File: src/design/dqs_io_pkg.sv
// DQ/DQS group definitions

package dqs_io_pkg;

	// data pins in one DQ group
	localparam int PIN_WIDTH = 8;

	// one rise word and one fall word per hr_clock_in cycle
	localparam int WORDS_PER_BEAT = 2;

	typedef logic [PIN_WIDTH-1:0] pin_word_t;

	// word 0 is the rise word, word 1 is the fall word
	typedef logic [WORDS_PER_BEAT-1:0][PIN_WIDTH-1:0] beat_t;

	// strobe behaviour before the first enabled cycle of a burst
	typedef enum logic [1:0] {
		PREAMBLE_NONE = 2'd0,
		PREAMBLE_LOW  = 2'd1,
		PREAMBLE_HIGH = 2'd2
	} preamble_e;

	// read capture window
	typedef enum logic {
		GATE_CLOSED = 1'b0,
		GATE_OPEN   = 1'b1
	} gate_state_e;

endpackage
File: src/design/ddr_out_if.sv
// Outgoing DDR pin pairs

`timescale 1ns/1ps

interface ddr_out_if;

	// data pins as a rise/fall pair with an active-high enable
	dqs_io_pkg::pin_word_t dq_rise;
	dqs_io_pkg::pin_word_t dq_fall;
	logic                  dq_oe;

	// strobe pin as a rise/fall pair with its own enable
	logic                  dqs_rise;
	logic                  dqs_fall;
	logic                  dqs_oe;

	modport data_src (
		output dq_rise,
		output dq_fall,
		output dq_oe
	);

	modport strobe_src (
		output dqs_rise,
		output dqs_fall,
		output dqs_oe
	);

	modport pins (
		input dq_rise,
		input dq_fall,
		input dq_oe,
		input dqs_rise,
		input dqs_fall,
		input dqs_oe
	);

endinterface

File: src/design/dqs_io_top.sv
// DQ/DQS I/O group top level

`timescale 1ns/1ps

module dqs_io_top #(
	parameter dqs_io_pkg::preamble_e PREAMBLE = dqs_io_pkg::PREAMBLE_NONE
) (
	input  logic                  hr_clock_in,
	input  logic                  reset_n_write_strobe_clock_in,

	// write side
	input  dqs_io_pkg::beat_t     write_data_in,
	input  logic                  write_oe_in,
	input  logic                  output_strobe_ena,

	// read side
	input  dqs_io_pkg::beat_t     dq_in,
	input  logic                  dqs_in_rise,
	input  logic                  dqs_in_fall,
	input  logic                  capture_strobe_ena,

	// outgoing pin pairs
	output dqs_io_pkg::pin_word_t dq_rise,
	output dqs_io_pkg::pin_word_t dq_fall,
	output logic                  dq_oe,
	output logic                  dqs_rise,
	output logic                  dqs_fall,
	output logic                  dqs_oe,

	// captured read data
	output dqs_io_pkg::beat_t     read_data_out,
	output logic                  read_valid
);

	ddr_out_if u_out_if ();

	write_path u_write_path (
		.hr_clock_in                   (hr_clock_in),
		.reset_n_write_strobe_clock_in (reset_n_write_strobe_clock_in),
		.write_data_in                 (write_data_in),
		.write_oe_in                   (write_oe_in),
		.pins                          (u_out_if.data_src)
	);

	strobe_gen #(
		.PREAMBLE (PREAMBLE)
	) u_strobe_gen (
		.hr_clock_in                   (hr_clock_in),
		.reset_n_write_strobe_clock_in (reset_n_write_strobe_clock_in),
		.output_strobe_ena             (output_strobe_ena),
		.pins                          (u_out_if.strobe_src)
	);

	read_capture u_read_capture (
		.hr_clock_in                   (hr_clock_in),
		.reset_n_write_strobe_clock_in (reset_n_write_strobe_clock_in),
		.dq_in                         (dq_in),
		.dqs_in_rise                   (dqs_in_rise),
		.dqs_in_fall                   (dqs_in_fall),
		.capture_strobe_ena            (capture_strobe_ena),
		.read_data_out                 (read_data_out),
		.read_valid                    (read_valid)
	);

	// pin pairs leave the group as plain ports
	assign dq_rise  = u_out_if.dq_rise;
	assign dq_fall  = u_out_if.dq_fall;
	assign dq_oe    = u_out_if.dq_oe;
	assign dqs_rise = u_out_if.dqs_rise;
	assign dqs_fall = u_out_if.dqs_fall;
	assign dqs_oe   = u_out_if.dqs_oe;

endmodule

File: src/design/read_capture.sv
// DQS gated read capture

`timescale 1ns/1ps

module read_capture (
	input  logic              hr_clock_in,
	input  logic              reset_n_write_strobe_clock_in,
	input  dqs_io_pkg::beat_t dq_in,
	input  logic              dqs_in_rise,
	input  logic              dqs_in_fall,
	input  logic              capture_strobe_ena,
	output dqs_io_pkg::beat_t read_data_out,
	output logic              read_valid
);

	dqs_io_pkg::gate_state_e gate_state;
	dqs_io_pkg::gate_state_e gate_next;

	logic capture_hit;

	// the gate opens on the enable and only drops on a low falling strobe,
	// so a strobe pulse in flight is never cut in half
	always_comb
	begin
		gate_next = gate_state;
		case (gate_state)
			dqs_io_pkg::GATE_CLOSED:
			begin
				if (capture_strobe_ena)
					gate_next = dqs_io_pkg::GATE_OPEN;
			end
			dqs_io_pkg::GATE_OPEN:
			begin
				if (!capture_strobe_ena && !dqs_in_fall)
					gate_next = dqs_io_pkg::GATE_CLOSED;
			end
			default:
			begin
				gate_next = dqs_io_pkg::GATE_CLOSED;
			end
		endcase
	end

	assign capture_hit = (gate_state == dqs_io_pkg::GATE_OPEN) && dqs_in_rise;

	always_ff @(posedge hr_clock_in or negedge reset_n_write_strobe_clock_in)
	begin
		if (!reset_n_write_strobe_clock_in)
		begin
			gate_state <= dqs_io_pkg::GATE_CLOSED;
			read_valid <= 1'b0;
		end
		else
		begin
			gate_state <= gate_next;
			read_valid <= capture_hit;
		end
	end

	// captured pair holds until the next gated rising strobe
	always_ff @(posedge hr_clock_in or negedge reset_n_write_strobe_clock_in)
	begin
		if (!reset_n_write_strobe_clock_in)
		begin
			read_data_out <= '0;
		end
		else if (capture_hit)
		begin
			read_data_out[0] <= dq_in[0];
			read_data_out[1] <= dq_in[1];
		end
	end

endmodule

File: src/design/strobe_gen.sv
// DQS output strobe generator

`timescale 1ns/1ps

module strobe_gen #(
	parameter dqs_io_pkg::preamble_e PREAMBLE = dqs_io_pkg::PREAMBLE_NONE
) (
	input  logic          hr_clock_in,
	input  logic          reset_n_write_strobe_clock_in,
	input  logic          output_strobe_ena,
	ddr_out_if.strobe_src pins
);

	// enable of the previous cycle, doubles as the registered strobe enable
	logic ena_q;

	// registered rise half of the strobe
	logic rise_q;
	logic rise_next;

	always_comb
	begin
		case (PREAMBLE)
			dqs_io_pkg::PREAMBLE_HIGH:
			begin
				// strobe toggles from the first enabled cycle
				rise_next = output_strobe_ena;
			end
			dqs_io_pkg::PREAMBLE_LOW:
			begin
				// first enabled cycle stays low and forms the preamble
				rise_next = output_strobe_ena & ena_q;
			end
			default:
			begin
				// free-running strobe, held low only while in reset
				rise_next = 1'b1;
			end
		endcase
	end

	always_ff @(posedge hr_clock_in or negedge reset_n_write_strobe_clock_in)
	begin
		if (!reset_n_write_strobe_clock_in)
		begin
			ena_q  <= 1'b0;
			rise_q <= 1'b0;
		end
		else
		begin
			ena_q  <= output_strobe_ena;
			rise_q <= rise_next;
		end
	end

	assign pins.dqs_rise = rise_q;

	// the falling half of every strobe cycle is low
	assign pins.dqs_fall = 1'b0;

	assign pins.dqs_oe = ena_q;

endmodule

File: src/design/write_path.sv
// DQ write output registers

`timescale 1ns/1ps

module write_path (
	input  logic              hr_clock_in,
	input  logic              reset_n_write_strobe_clock_in,
	input  dqs_io_pkg::beat_t write_data_in,
	input  logic              write_oe_in,
	ddr_out_if.data_src       pins
);

	dqs_io_pkg::pin_word_t data_rise_q;
	dqs_io_pkg::pin_word_t data_fall_q;
	logic                  oe_q;

	// full-rate output stage, word 0 goes out on the rising half
	always_ff @(posedge hr_clock_in or negedge reset_n_write_strobe_clock_in)
	begin
		if (!reset_n_write_strobe_clock_in)
		begin
			data_rise_q <= '0;
			data_fall_q <= '0;
			oe_q        <= 1'b0;
		end
		else
		begin
			data_rise_q <= write_data_in[0];
			data_fall_q <= write_data_in[1];
			oe_q        <= write_oe_in;
		end
	end

	// pins only drive while the enable is high
	assign pins.dq_rise = data_rise_q;
	assign pins.dq_fall = data_fall_q;
	assign pins.dq_oe   = oe_q;

endmodule

File: config.mk
export PLATFORM = sky130hd
export DESIGN_NAME = dqs_io_top
export DESIGN_NICKNAME = d
export VERILOG_FILES = /design/src/design/dqs_io_pkg.sv /design/src/design/ddr_out_if.sv /design/src/design/dqs_io_top.sv /design/src/design/read_capture.sv /design/src/design/strobe_gen.sv /design/src/design/write_path.sv
export SDC_FILE = /design/constraint.sdc
export NUM_CORES = 1
export LEC_CHECK = 0
export ABC_CLOCK_PERIOD_IN_PS = 2000
export BUFFER_PORTS_ARGS = -buffer_cell sky130_fd_sc_hd__buf_2
export CORE_ASPECT_RATIO = 2
export CORE_MARGIN = 1.5
export CORE_UTILIZATION = 44
export DETAILED_ROUTE_END_ITERATION = 7
export GPL_TIMING_DRIVEN = 0
export PLACE_DENSITY = 0.84
export SLEW_MARGIN = 10
export SYNTH_ARGS = -nofsm -noshare
export SYNTH_HDL_FRONTEND = slang
export SYNTH_SLANG_ARGS = --single-unit
export TNS_END_PERCENT = 1
File: constraint.sdc
create_clock -name hr_clock_in -period 2 [get_ports hr_clock_in]
set_clock_uncertainty 0.2 [all_clocks]
set_input_delay 0.4 -clock hr_clock_in [delete_from_list [all_inputs] [get_ports hr_clock_in]]
set_output_delay 0.4 -clock hr_clock_in [all_outputs]
set_load 0.1 [all_outputs]
; ---- After elaboration in Yosys (flattened, before gate mapping)
; Index checks and enable logic that the tools add are counted.
[word_totals]
regBits = 37
input_bits = 39
output_inout_bits = 37
wordCells = 17
[op_classes]
n_mux = 3
n_bitwise = 1
n_reduce_logical = 4
[op_table]
columns = cell, count
row1 = $logic_and 1x1->1, 2
row2 = $logic_not 1->1, 2
row3 = $mux 1, 2
row4 = $pmux 1 s2, 1
row5 = $not 1->1, 1

; ---- Longest topological paths before layout
; Gate-level depths: netlist of the first run.
[logic_depth]
word_depth = 4
ltp_mapped = 3
ltp_nobuf = 2

; ---- Modules after synthesis
; Synthesis of the first run repeated with hierarchy kept, for this count alone.
[hier_totals]
hier_cells = 60
area_unflattened_um2 = 1193.6
[by_module_without_submodules]
columns = module, n_inst, cells_per_inst, area_each_um2, seq_area_each_um2
row1 = read_capture, 1, 38, 703.2, 450.4
row2 = write_path, 1, 17, 425.4, 425.4
row3 = strobe_gen, 1, 5, 65.1, 50.0

; ---- Worst setup path after synthesis of the first run
; Ideal clock, no wire load.
[synth_timing]
path_kind = register -> output
start = reg u_read_capture.read_data_out[10] (netlist name)
end = out read_data_out[10] (netlist name)
t_arrival_ns = 0.898
required_ns = 1.400
path_slack_ns = 0.502
path_stages_with_launch = 1
path_buffers = 0
path_cell_list = dfrtp_1
[synth_rtl]
columns = item, line
row1 = start: declaration, read_capture.sv:12  ; output dqs_io_pkg::beat_t read_data_out,
row2 = end: declaration, dqs_io_top.sv:31  ; output dqs_io_pkg::beat_t read_data_out,
; No word-level cell between the ends.

; ---- Worst setup path after layout of the first run
[layout_timing]
start = reg u_read_capture.read_data_out[0] (netlist name)
end = out read_data_out[0] (netlist name)
; No word-level cell between the ends.

==> results of run 1 <==
## metrics by stage
step	total power [mW]	instance area, sq um
floorplan	1.47	1190
global placement	1.60	1600
detailed placement	1.61	1600
CTS	2.27	1720
global route	2.33	1720
finish	2.24	1720
## final cells by class
| type | instances | area, sq um |
|---|---|---|
| well taps | 28 | 35.0 |
| clock buffers | 6 | 82.6 |
| repair buffers | 74 | 370 |
| plain buffers | 2 | 22.5 |
| multi-input cells | 20 | 241 |
| clock inverters | 2 | 37.5 |
| inverters | 1 | 3.75 |
| flip-flops and latches | 37 | 926 |
| fillers | 192 | 851 |
## power by group
group	internal [mW]	switching, mW
clock network	0.405	0.245
registers	0.819	0.0297
logic	0.136	0.608
total	1.36	0.883
## placed cells by master (no fill, tap or decap)
cell type,n
buf_2,74
dfrtp_1,37
mux2_4,9
mux2_2,7
clkbuf_8,6
conb_1,2
nand2_4,1
buf_8,1
inv_1,1
a21o_2,1
buf_4,1
clkinvlp_4,1
bufinv_16,1
## cell families (layout without fill, tap and decap cells)
logic type	Yosys count	count (layout)	synth area share
AND/OR/NAND/NOR	1	1	0.00943
AO/OA/AOI/OAI	1	1	0.00734
multiplexers	16	16	0.179
buffers and inverters	3	85	0.0220
flip-flops	37	37	0.776
other	2	2	0.00629
## worst max-delay path by stage
stage	to	slack (ns)
floorplan	read_data_out[10]	0.50
global placement	u_read_capture.read_data_out[13]$_DFFE_PN0P_	0.56
detailed placement	u_read_capture.read_data_out[12]$_DFFE_PN0P_	0.55
CTS	read_data_out[15]	0.32
global route	read_data_out[12]	0.28
finish	read_data_out[0]	0.34
## layer usage
metal | track usage | part of all wire
met2 | 0.297 | 0.60
met3 | 0.0665 | 0.067
met5 | 0 | 0
met4 | 0.121 | 0.026
met1 | 0.134 | 0.30
## state kept, by name (all words and copies together), names as in the netlist
name,count
u_read_capture.gate_state,1
u_read_capture.read_data_out,16
u_read_capture.read_valid,1
u_strobe_gen.pins.dqs_oe,1
u_strobe_gen.pins.dqs_rise,1
u_write_path.pins.dq_fall,8
u_write_path.pins.dq_oe,1
u_write_path.pins.dq_rise,8
==> flow_summary_export.csv, run 1 <==
group,metric,value,unit
logic_synthesis,seq_area_frac_synth,0.776,
worst_setup_path,critPathCaptureType,"output port",
clock_tree,cts_hold_buffers,0,
finish,finalNonFillerCells,170,
timing,finalMaxSlewViolations,0,
clock_tree,cts_tree,"yes",
placement,place_ws,0.547,ns
worst_setup_path,max_stage_delay,0.43,ns
clock_tree,root_buffer,"clkbuf_8",
logic_synthesis,syn_nets,99,
logic_synthesis,synth.distinct_cells,9,
timing,tightest_slew,0.762,ns
timing,finalWorstSetupSlack,0.335,ns
route,drt_wl_total,2.28,mm
worst_setup_path,reg2reg_depth,3,
logic_synthesis,synth_common_cells,"dfrtp_1 (37), mux2_4 (9), mux2_2 (7)",
worst_setup_path,worstReg2RegStart,"u_read_capture.gate_state$_DFF_PN0_",
floorplan,dieHeight,76.7,um
worst_setup_path,critPathMaxFanout,2,
route,viasPerCell,4.55,
worst_setup_path,worst_r2r_endpoint,"u_read_capture.read_data_out[14]$_DFFE_PN0P_",
timing,rsz0062_at_grt,"false",
clock_tree,post_cts_buffers,0,
placement,placed_cells,162,
floorplan,die_w,39.8,um
flow_run,maxCapViolCount,0,
timing,period_share,0.832,
global_routing,track_usage,0.171,
worst_setup_path,worst-path-buf-inv,1,
logic_synthesis,synth.top_cell.area_share,0.776,
worst_setup_path,worstSetupStartpointType,"flop",
logic_synthesis,synth-seq-cells,37,
placement,globalplace.congestion,0.678,
power_and_ir_drop,leakagePower,0.926,nW
finish,layout.nets,180,
worst_setup_path,startpoint,"u_read_capture.read_data_out[0]$_DFFE_PN0P_",
worst_hold_path,hold_path.class,"in2async",
route,drt_iter0_drc,12,
route,routedWlPerCell,13.4,um
worst_setup_path,crit_family,"buffers and inverters",
timing,whs,-0.0123,ns
logic_synthesis,ys_warn_count,0,
timing,hold_viol_final,29,
clock_tree,clkLatencyLatePin,0.28,ns
logic_synthesis,synthTopCellsByArea,"dfrtp_1 (78%), mux2_4 (11%), mux2_2 (6.6%)",
route,ant_nets,0,
timing,fmax,0.601,GHz
clock_tree,clk_path_buf_depth,2,
worst_setup_path,crit_slowest_cell,"buf_2",
worst_setup_path,cp_data_required_time,1.40,ns
worst_setup_path,worstPathArrival,1.06,ns
finish,final_util,0.669,
status,violations,"negative hold slack",
logic_synthesis,synth.most_common_cell,"dfrtp_1",
clock_tree,post_cts_resized,0,
route,drt-pass1-iter-count,3,
global_routing,overflow,0,
finish,area_delta_synth_final,44.0,%
logic_synthesis,netlist_area,0.00119,sq mm
logic_synthesis,netlist.top_cell.by_area,"dfrtp_1",
worst_setup_path,worstSetupPathType,"reg2out",
global_routing,grt_pass1_wl,3.45,mm
power_and_ir_drop,p_per_area,1300,mW/mm^2
route,num_vias,773,
floorplan,die_area,0.00305,sq mm
global_routing,antenna_found_initial,0,
worst_setup_path,crit_cells,1,
clock_tree,cts_sinks,37,
timing,finalSetupTns,0,ns
logic_synthesis,synth_edf_count,0,
timing,setup_viol,0,
worst_setup_path,cp_cell_sequence,"buf_2",
floorplan,ios,76,
placement,portBuffers,74,
floorplan,num_rows,26,
power_and_ir_drop,ir_worst_vdd,0.841,mV
logic_synthesis,synthCells,60,
timing,finalCriticalPeriod,1.66,ns
clock_tree,cts_made_buffers,5,
finish,drive_gt1_frac,0.718,
clock_tree,clkTransAtPathRegs,0.07,ns
floorplan,initial_core_util,0.464,
floorplan,core,0.00257,sq mm
worst_setup_path,rrSetupSlack,0.66,ns
route,drc,0,
logic_synthesis,synth.avg_cell_area,19.9,sq um
status,status,"finished with violations",
timing,relSlewSlack,0.492,
logic_synthesis,ys_async_sr_fraction,1.00,
global_routing,grt_max_degree,38,
clock_tree,htree_levels,2,
logic_synthesis,ys.flop_type,"dfrtp_1",
global_routing,grt_pass1_vias,833,
finish,n_antenna_cell,0,
Note: power is estimated with default switching activity, not from simulation.
==> inputs of run 2 (changes only) <==
--- a/config.mk
+++ b/config.mk
@@ -5,14 +5,15 @@
 export SDC_FILE = /design/constraint.sdc
 export NUM_CORES = 1
 export LEC_CHECK = 0
-export ABC_CLOCK_PERIOD_IN_PS = 2000
+export ABC_AREA = 1
+export ABC_CLOCK_PERIOD_IN_PS = 1300
 export BUFFER_PORTS_ARGS = -buffer_cell sky130_fd_sc_hd__buf_2
 export CORE_ASPECT_RATIO = 2
 export CORE_MARGIN = 1.5
-export CORE_UTILIZATION = 44
+export CORE_UTILIZATION = 37
 export DETAILED_ROUTE_END_ITERATION = 7
 export GPL_TIMING_DRIVEN = 0
-export PLACE_DENSITY = 0.84
+export PLACE_DENSITY = 0.74
 export SLEW_MARGIN = 10
 export SYNTH_ARGS = -nofsm -noshare
 export SYNTH_HDL_FRONTEND = slang
==> constraint.sdc (replaced) <==
create_clock -name hr_clock_in -period 1.3 [get_ports hr_clock_in]
set_clock_uncertainty 0.2 [all_clocks]
set_input_delay 0.26 -clock hr_clock_in [delete_from_list [all_inputs] [get_ports hr_clock_in]]
set_output_delay 0.26 -clock hr_clock_in [all_outputs]
set_load 0.1 [all_outputs]
==> run 2 against run 1 <==
  * The flow finishes with violations (negative hold slack, negative setup slack)
  * Register-to-register slack worse by 0.51 ns
  * Final cell count is 42% higher
  * Combinational power is 92% higher
  * Non-clock buffer count is 34 higher
  * First-iteration DRC count is 50% lower
  * Wire length is 55% higher
  * Via count is 43% higher
  * Die area is 23% higher
  * Global-route usage is 2.8 points higher
==> flow_summary_export.csv, run 2 <==
group,metric,value,unit
power_and_ir_drop,p_int,2.38,mW
worst_setup_path,worstSetupStartpointType,"flop",
logic_synthesis,yosys.area_share.adder,0,
finish,final_util,0.788,
finish,fillers,197,
route,num_vias,1106,
power_and_ir_drop,pwr-share-seq,0.357,
placement,placed_cells,202,
logic_synthesis,ys_warn_count,0,
route,drc,0,
placement,portBuffers,73,
finish,layout.nets,248,
global_routing,overflow,0,
clock_tree,cts_made_buffers,5,
route,routedWlPerCell,14.7,um
worst_setup_path,crit_family,"flip-flops",
logic_synthesis,synthTopCellsByArea,"dfrtp_1 (74%), nand2_1 (9.3%), nand3_1 (6.4%)",
timing,fmax,0.740,GHz
placement,place_ws,0.0668,ns
status,violations,"negative hold slack, negative setup slack",
floorplan,num_rows,29,
power_and_ir_drop,ir_worst_vdd,1.51,mV
timing,setup_viol,36,
floorplan,initial_core_util,0.390,
route,drt-pass1-iter-count,4,
route,viasPerCell,4.59,
worst_setup_path,worst-path-buf-inv,1,
finish,largest_reg_flops,16,
worst_setup_path,worstPathArrival,0.89,ns
logic_synthesis,synth.avg_cell_area,12.7,sq um
global_routing,grt_pass1_wl,5.43,mm
power_and_ir_drop,pwr-share-clk,0.264,
logic_synthesis,ys_async_sr_fraction,1.00,
worst_setup_path,critPathCaptureType,"output port",
worst_setup_path,cp_data_required_time,0.84,ns
placement,hpwl,1.98,mm
worst_setup_path,crit_slowest_cell,"dfrtp_1",
logic_synthesis,synth-compound-area-share,0,
logic_synthesis,netlist_area,0.00125,sq mm
timing,finalWorstSetupSlack,-0.0508,ns
floorplan,core,0.00319,sq mm
logic_synthesis,synth_edf_count,0,
placement,globalplace.congestion,0.719,
status,status,"finished with violations",
finish,drive_gt1_frac,0.448,
power_and_ir_drop,power_switching_share,0.370,
global_routing,grt_max_degree,38,
finish,final_cell_mix,"buf_2 (37), dfrtp_1 (36), nand2_1 (31)",
floorplan,ios,76,
finish,area_delta_synth_final,102,%
route,drt_iter0_drc,6,
logic_synthesis,synth-simple-area-share,0.189,
finish,stdcell_area,0.00252,sq mm
logic_synthesis,synthMuxAreaShare,0,
clock_tree,clkTransAtPathRegs,0.07,ns
logic_synthesis,synth.most_common_cell,"dfrtp_1",
finish,n_antenna_cell,0,
timing,period_share,1.04,
logic_synthesis,synthCells,98,
timing,relSlewSlack,0.462,
power_and_ir_drop,combinationalPowerShare,0.379,
finish,layout_commonest_cell,"buf_2",
logic_synthesis,synth.top_cell.area_share,0.743,
timing,tightest_slew,0.807,ns
logic_synthesis,netlist.top_cell.by_area,"dfrtp_1",
worst_hold_path,hold_path.class,"in2async",
finish,top_register,"u_read_capture.read_data_out",
clock_tree,root_buffer,"clkbuf_8",
clock_tree,cts_tree,"yes",
timing,finalSetupTns,-0.745,ns
logic_synthesis,ys.flop_type,"dfrtp_1",
placement,dpl_cell_area,0.00165,sq mm
power_and_ir_drop,p_per_area,1500,mW/mm^2
worst_setup_path,cp_cell_sequence,"buf_12",
logic_synthesis,synth-xor-area-share,0,
route,ant_nets,0,
finish,finalNonFillerCells,241,
power_and_ir_drop,leakagePower,1.28,nW
global_routing,grt_pass1_vias,1235,
worst_setup_path,critPathMaxFanout,2,
logic_synthesis,syn_nets,137,
timing,finalMaxSlewViolations,0,
worst_setup_path,worstSetupPathType,"reg2out",
floorplan,dieHeight,85.1,um
logic_synthesis,synth_common_cells,"dfrtp_1 (37), nand2_1 (31), nand3_1 (16)",
flow_run,maxCapViolCount,0,
power_and_ir_drop,total_power,3.78,mW
floorplan,die_area,0.00375,sq mm
power_and_ir_drop,switchingPower,1.40,mW
timing,hold_viol_final,37,
route,drt_wl_total,3.54,mm
clock_tree,clk_path_buf_depth,2,
clock_tree,cts_sinks,37,
timing,finalCriticalPeriod,1.35,ns
clock_tree,cts_hold_buffers,28,
timing,whs,-0.136,ns
logic_synthesis,seq_area_frac_synth,0.743,
floorplan,die_w,44.0,um
global_routing,track_usage,0.199,
clock_tree,htree_levels,2,
logic_synthesis,synth_top_family_by_area,"simple AND/OR/NAND/NOR gates",
logic_synthesis,synth-seq-cells,37,
logic_synthesis,synth.distinct_cells,11,
timing,rsz0062_at_grt,"true",
global_routing,antenna_found_initial,0,
clock_tree,clkLatencyLatePin,0.27,ns
worst_setup_path,max_stage_delay,0.42,ns
==> run 2: changes by cell type in the layout (fill, tap and decap cells not counted), sizes merged <==
cell,delta
buf,+5
mux2,-16
a21o,-1
clkinvlp,-1
nand2,+34
nand3,+16
dlygate4sd3,+28
inv,+1
clkbuf,+2
==> run 2: final timing paths <==
kind	start	to	slack (ns)	cells past startpoint
setup / recovery	u_read_capture.read_data_out[12]$_DFFE_PN0P_	read_data_out[12]	-0.05	1
hold / removal	reset_n_write_strobe_clock_in	u_write_path.pins.dq_fall[6]$_DFF_PN0_	-0.14	1
setup reg to reg	u_read_capture.gate_state$_DFF_PN0_	u_read_capture.read_data_out[5]$_DFFE_PN0P_	0.15	4
hold reg to reg	u_read_capture.read_data_out[0]$_DFFE_PN0P_	u_read_capture.read_data_out[0]$_DFFE_PN0P_	0.34	2
max in group asynchronous	reset_n_write_strobe_clock_in	u_read_capture.read_data_out[6]$_DFFE_PN0P_	0.48	1
min in group hr_clock_in	dq_in[6]	u_read_capture.read_data_out[6]$_DFFE_PN0P_	0.01	3
==> run 2: logic make-up after synthesis <==
kind of cell	after synthesis
other	2
flip-flops	37
buffers and inverters	8
AND/OR/NAND/NOR	51
==> run 2: power by group through the flow <==
stage          combinational, mW  clock [mW]  sequential [mW]
3_5_place_dp                1.07           0             1.32
3_3_place_gp                1.05           0             1.31
4_1_cts                     1.41        1.03             1.34
6_report                    1.43        1.00             1.35
5_1_grt                     1.48        1.07             1.36
2_1_floorplan              0.128           0             2.04
==> run 2: what timing repair did <==
item | CTS | global route
pin swaps | 0 | 0
endpoints found under the hold margin | 64 | 37
setup buffers | 3 | 0
resized for setup | 117 | 8
setup endpoints to repair | 36 | 36
==> run 2: layer usage <==
layer	track usage	up-vias	routed length [um]
met3	0.0511	7	166
li1	-	523	-
met4	0.105	0	70
met2	0.356	43	2140
met1	0.199	533	1160
met5	0	-	0
==> run 2: layout make-up <==
type	count	area (sq um)	share of cell area
repair buffers	104	1110	0.443
flip-flops and latches	37	927	0.368
multi-input cells	53	243	0.0964
clock buffers	7	86.3	0.0343
plain buffers	6	70.1	0.0278
well taps	31	38.8	0.0154
clock inverters	1	30.0	0.0119
inverters	2	7.51	0.00298
==> inputs of run 3 (changes only) <==
--- a/config.mk
+++ b/config.mk
@@ -14,6 +14,7 @@
 export DETAILED_ROUTE_END_ITERATION = 7
 export GPL_TIMING_DRIVEN = 0
 export PLACE_DENSITY = 0.74
+export RECOVER_POWER = 25
 export SLEW_MARGIN = 10
 export SYNTH_ARGS = -nofsm -noshare
 export SYNTH_HDL_FRONTEND = slang
==> run 3 against run 2 <==
  * Total power is essentially flat
  * The flow still finishes with violations (negative hold slack, negative setup slack)
  * Maximum frequency unchanged
  * Clock power about the same
  * Die area unchanged
  * First-iteration DRC count unchanged
  * Combinational power is essentially flat
  * Final cell count unchanged
  * Register-to-register slack about the same
  * Sequential power is essentially flat
  * Flip-flop and latch count unchanged
  * Critical path depth did not move
  * Largest power group unchanged
  * Core utilization unchanged
==> flow_summary_export.csv, run 3 (same netlist as run 2, synthesis figures left out) <==
group,metric,value,unit
clock_tree,root_buffer,"clkbuf_8",
finish,drive_gt1_frac,0.448,
worst_setup_path,startpoint,"u_read_capture.read_data_out[12]$_DFFE_PN0P_",
floorplan,dieHeight,85.1,um
finish,n_antenna_cell,0,
clock_tree,clk_path_buf_depth,2,
placement,globalplace.congestion,0.719,
finish,top_register,"u_read_capture.read_data_out",
finish,layout.nets,248,
worst_setup_path,max_stage_delay,0.42,ns
route,drt-pass1-iter-count,4,
timing,whs,-0.105,ns
worst_setup_path,critPathCaptureType,"output port",
worst_setup_path,reg2reg_depth,4,
finish,multi_input_area,243,sq um
route,viasPerCell,4.59,
clock_tree,cts_sinks,37,
timing,setup_viol,36,
worst_setup_path,cp_cell_sequence,"buf_12",
clock_tree,htree_levels,2,
worst_hold_path,hold_path.class,"in2async",
worst_setup_path,worstPathArrival,0.89,ns
timing,fmax,0.740,GHz
status,status,"finished with violations",
placement,hpwl,1.98,mm
timing,period_share,1.04,
placement,portBuffers,73,
route,drc,0,
global_routing,busiest_layer,"met2",
timing,finalMaxSlewViolations,0,
route,drt_wl_total,3.54,mm
worst_setup_path,worst_r2r_endpoint,"u_read_capture.read_data_out[5]$_DFFE_PN0P_",
power_and_ir_drop,ir_worst_vdd,1.51,mV
finish,fillers,197,
power_and_ir_drop,leakagePower,1.28,nW
clock_tree,clkTransAtPathRegs,0.07,ns
global_routing,grt_max_degree,38,
finish,regArea,927,sq um
clock_tree,cts_hold_buffers,28,
floorplan,num_rows,29,
status,violations,"negative hold slack, negative setup slack",
worst_setup_path,crit_slowest_cell,"dfrtp_1",
route,routedWlPerCell,14.7,um
global_routing,met3_usage,0.0511,
global_routing,antenna_found_initial,0,
worst_setup_path,worstSetupPathType,"reg2out",
finish,stdcell_area,0.00252,sq mm
floorplan,ios,76,
worst_setup_path,worstSetupStartpointType,"flop",
global_routing,grt.met2_usage,0.356,
timing,finalWorstSetupSlack,-0.0508,ns
clock_tree,clkLatencyLatePin,0.27,ns
flow_run,maxCapViolCount,0,
floorplan,initial_core_util,0.390,
worst_setup_path,critPathMaxFanout,2,
route,ant_nets,0,
worst_setup_path,worstSetupEndpoint,"read_data_out[12]",
timing,finalCriticalPeriod,1.35,ns
global_routing,use_met1,0.199,
floorplan,die_area,0.00375,sq mm
worst_setup_path,cp_data_required_time,0.84,ns
floorplan,core,0.00319,sq mm
clock_tree,cts_made_buffers,5,
timing,hold_viol_final,37,
power_and_ir_drop,p_per_area,1500,mW/mm^2
global_routing,overflow,0,
worst_setup_path,worstReg2RegStart,"u_read_capture.gate_state$_DFF_PN0_",
timing,rsz0062_at_grt,"true",
global_routing,track_usage,0.199,
finish,final_cell_mix,"buf_2 (36), dfrtp_1 (36), nand2_1 (31)",
worst_setup_path,crit_cells,1,
placement,dpl_cell_area,0.00165,sq mm
finish,area_delta_synth_final,102,%
floorplan,die_w,44.0,um
global_routing,grt_pass1_vias,1235,
clock_tree,cts_tree,"yes",
global_routing,grt_pass1_wl,5.43,mm
worst_setup_path,rrSetupSlack,0.15,ns
route,num_vias,1106,
finish,largest_reg_flops,16,
power_and_ir_drop,total_power,3.78,mW
timing,tightest_slew,0.903,ns
worst_setup_path,crit_family,"flip-flops",
route,drt_iter0_drc,6,
timing,relSlewSlack,0.398,
worst_setup_path,worst-path-buf-inv,1,
-- run 3: cell types whose count changed in the layout (fill, tap and decap cells not counted) --
| cell | change |
|---|---|
| buf_2 | -1 |
| clkbuf_2 | +1 |
-- run 3: routing by layer --
layer  share of wire  vias to the layer above
met5               0                        -
met4           0.020                        0
met3           0.047                        7
met2            0.61                       43
met1            0.33                      533
li1                -                      523
-- run 3: worst min-delay path by stage --
stage | cells after the start | slack (ns) | startpoint | to
after CTS | 1 | -0.12 | reset_n_write_strobe_clock_in | u_write_path.pins.dq_rise[0]$_DFF_PN0_
after global routing | 1 | -0.04 | reset_n_write_strobe_clock_in | u_write_path.pins.dq_rise[4]$_DFF_PN0_
after floorplan | 0 | -0.24 | reset_n_write_strobe_clock_in | u_read_capture.gate_state$_DFF_PN0_
after detailed placement | 1 | 0.17 | write_data_in[3] | u_write_path.pins.dq_rise[3]$_DFF_PN0_
final | 1 | -0.10 | reset_n_write_strobe_clock_in | u_write_path.pins.dq_fall[6]$_DFF_PN0_
after global placement | 1 | 0.16 | reset_n_write_strobe_clock_in | u_write_path.pins.dq_fall[4]$_DFF_PN0_
-- run 3: area by class of cell --
| cell class | instances | share of cell area |
|---|---|---|
| Tap cell | 31 | 0.0154 |
| Multi-Input combinational cell | 53 | 0.0964 |
| Sequential cell | 37 | 0.368 |
| Buffer | 6 | 0.0278 |
| Clock inverter | 1 | 0.0119 |
| Inverter | 2 | 0.00298 |
| Clock buffer | 7 | 0.0343 |
| Timing Repair Buffer | 104 | 0.443 |
-- run 3: per-stage QoR --
stage | instances | hold slack [ns] | worst slack (ns) | util | TNS [ns]
global route | 241 | -0.0418 | -0.0746 | 0.788 | -1.77
floorplan | 98 | -0.236 | -0.0708 | - | -2.39
CTS | 241 | -0.116 | -0.0491 | 0.777 | -1.04
detailed placement | 202 | 0.170 | 0.0668 | 0.517 | 0
finish | 241 | -0.105 | -0.0508 | 0.788 | -0.745
global placement | 202 | 0.159 | 0.0746 | 0.517 | 0
-- run 3: power breakdown --
group	internal, mW	switching (mW)
logic	0.506	0.927
registers	1.25	0.0980
clock network	0.625	0.375
total	2.38	1.40
-- run 3: repair_timing --
item | 4_1_cts | 5_1_grt
setup buffers | 3 | 0
cloned | 0 | 0
endpoints found under the hold margin | 64 | 37
gates resized for setup | 117 | 8
setup endpoints to repair | 36 | 36
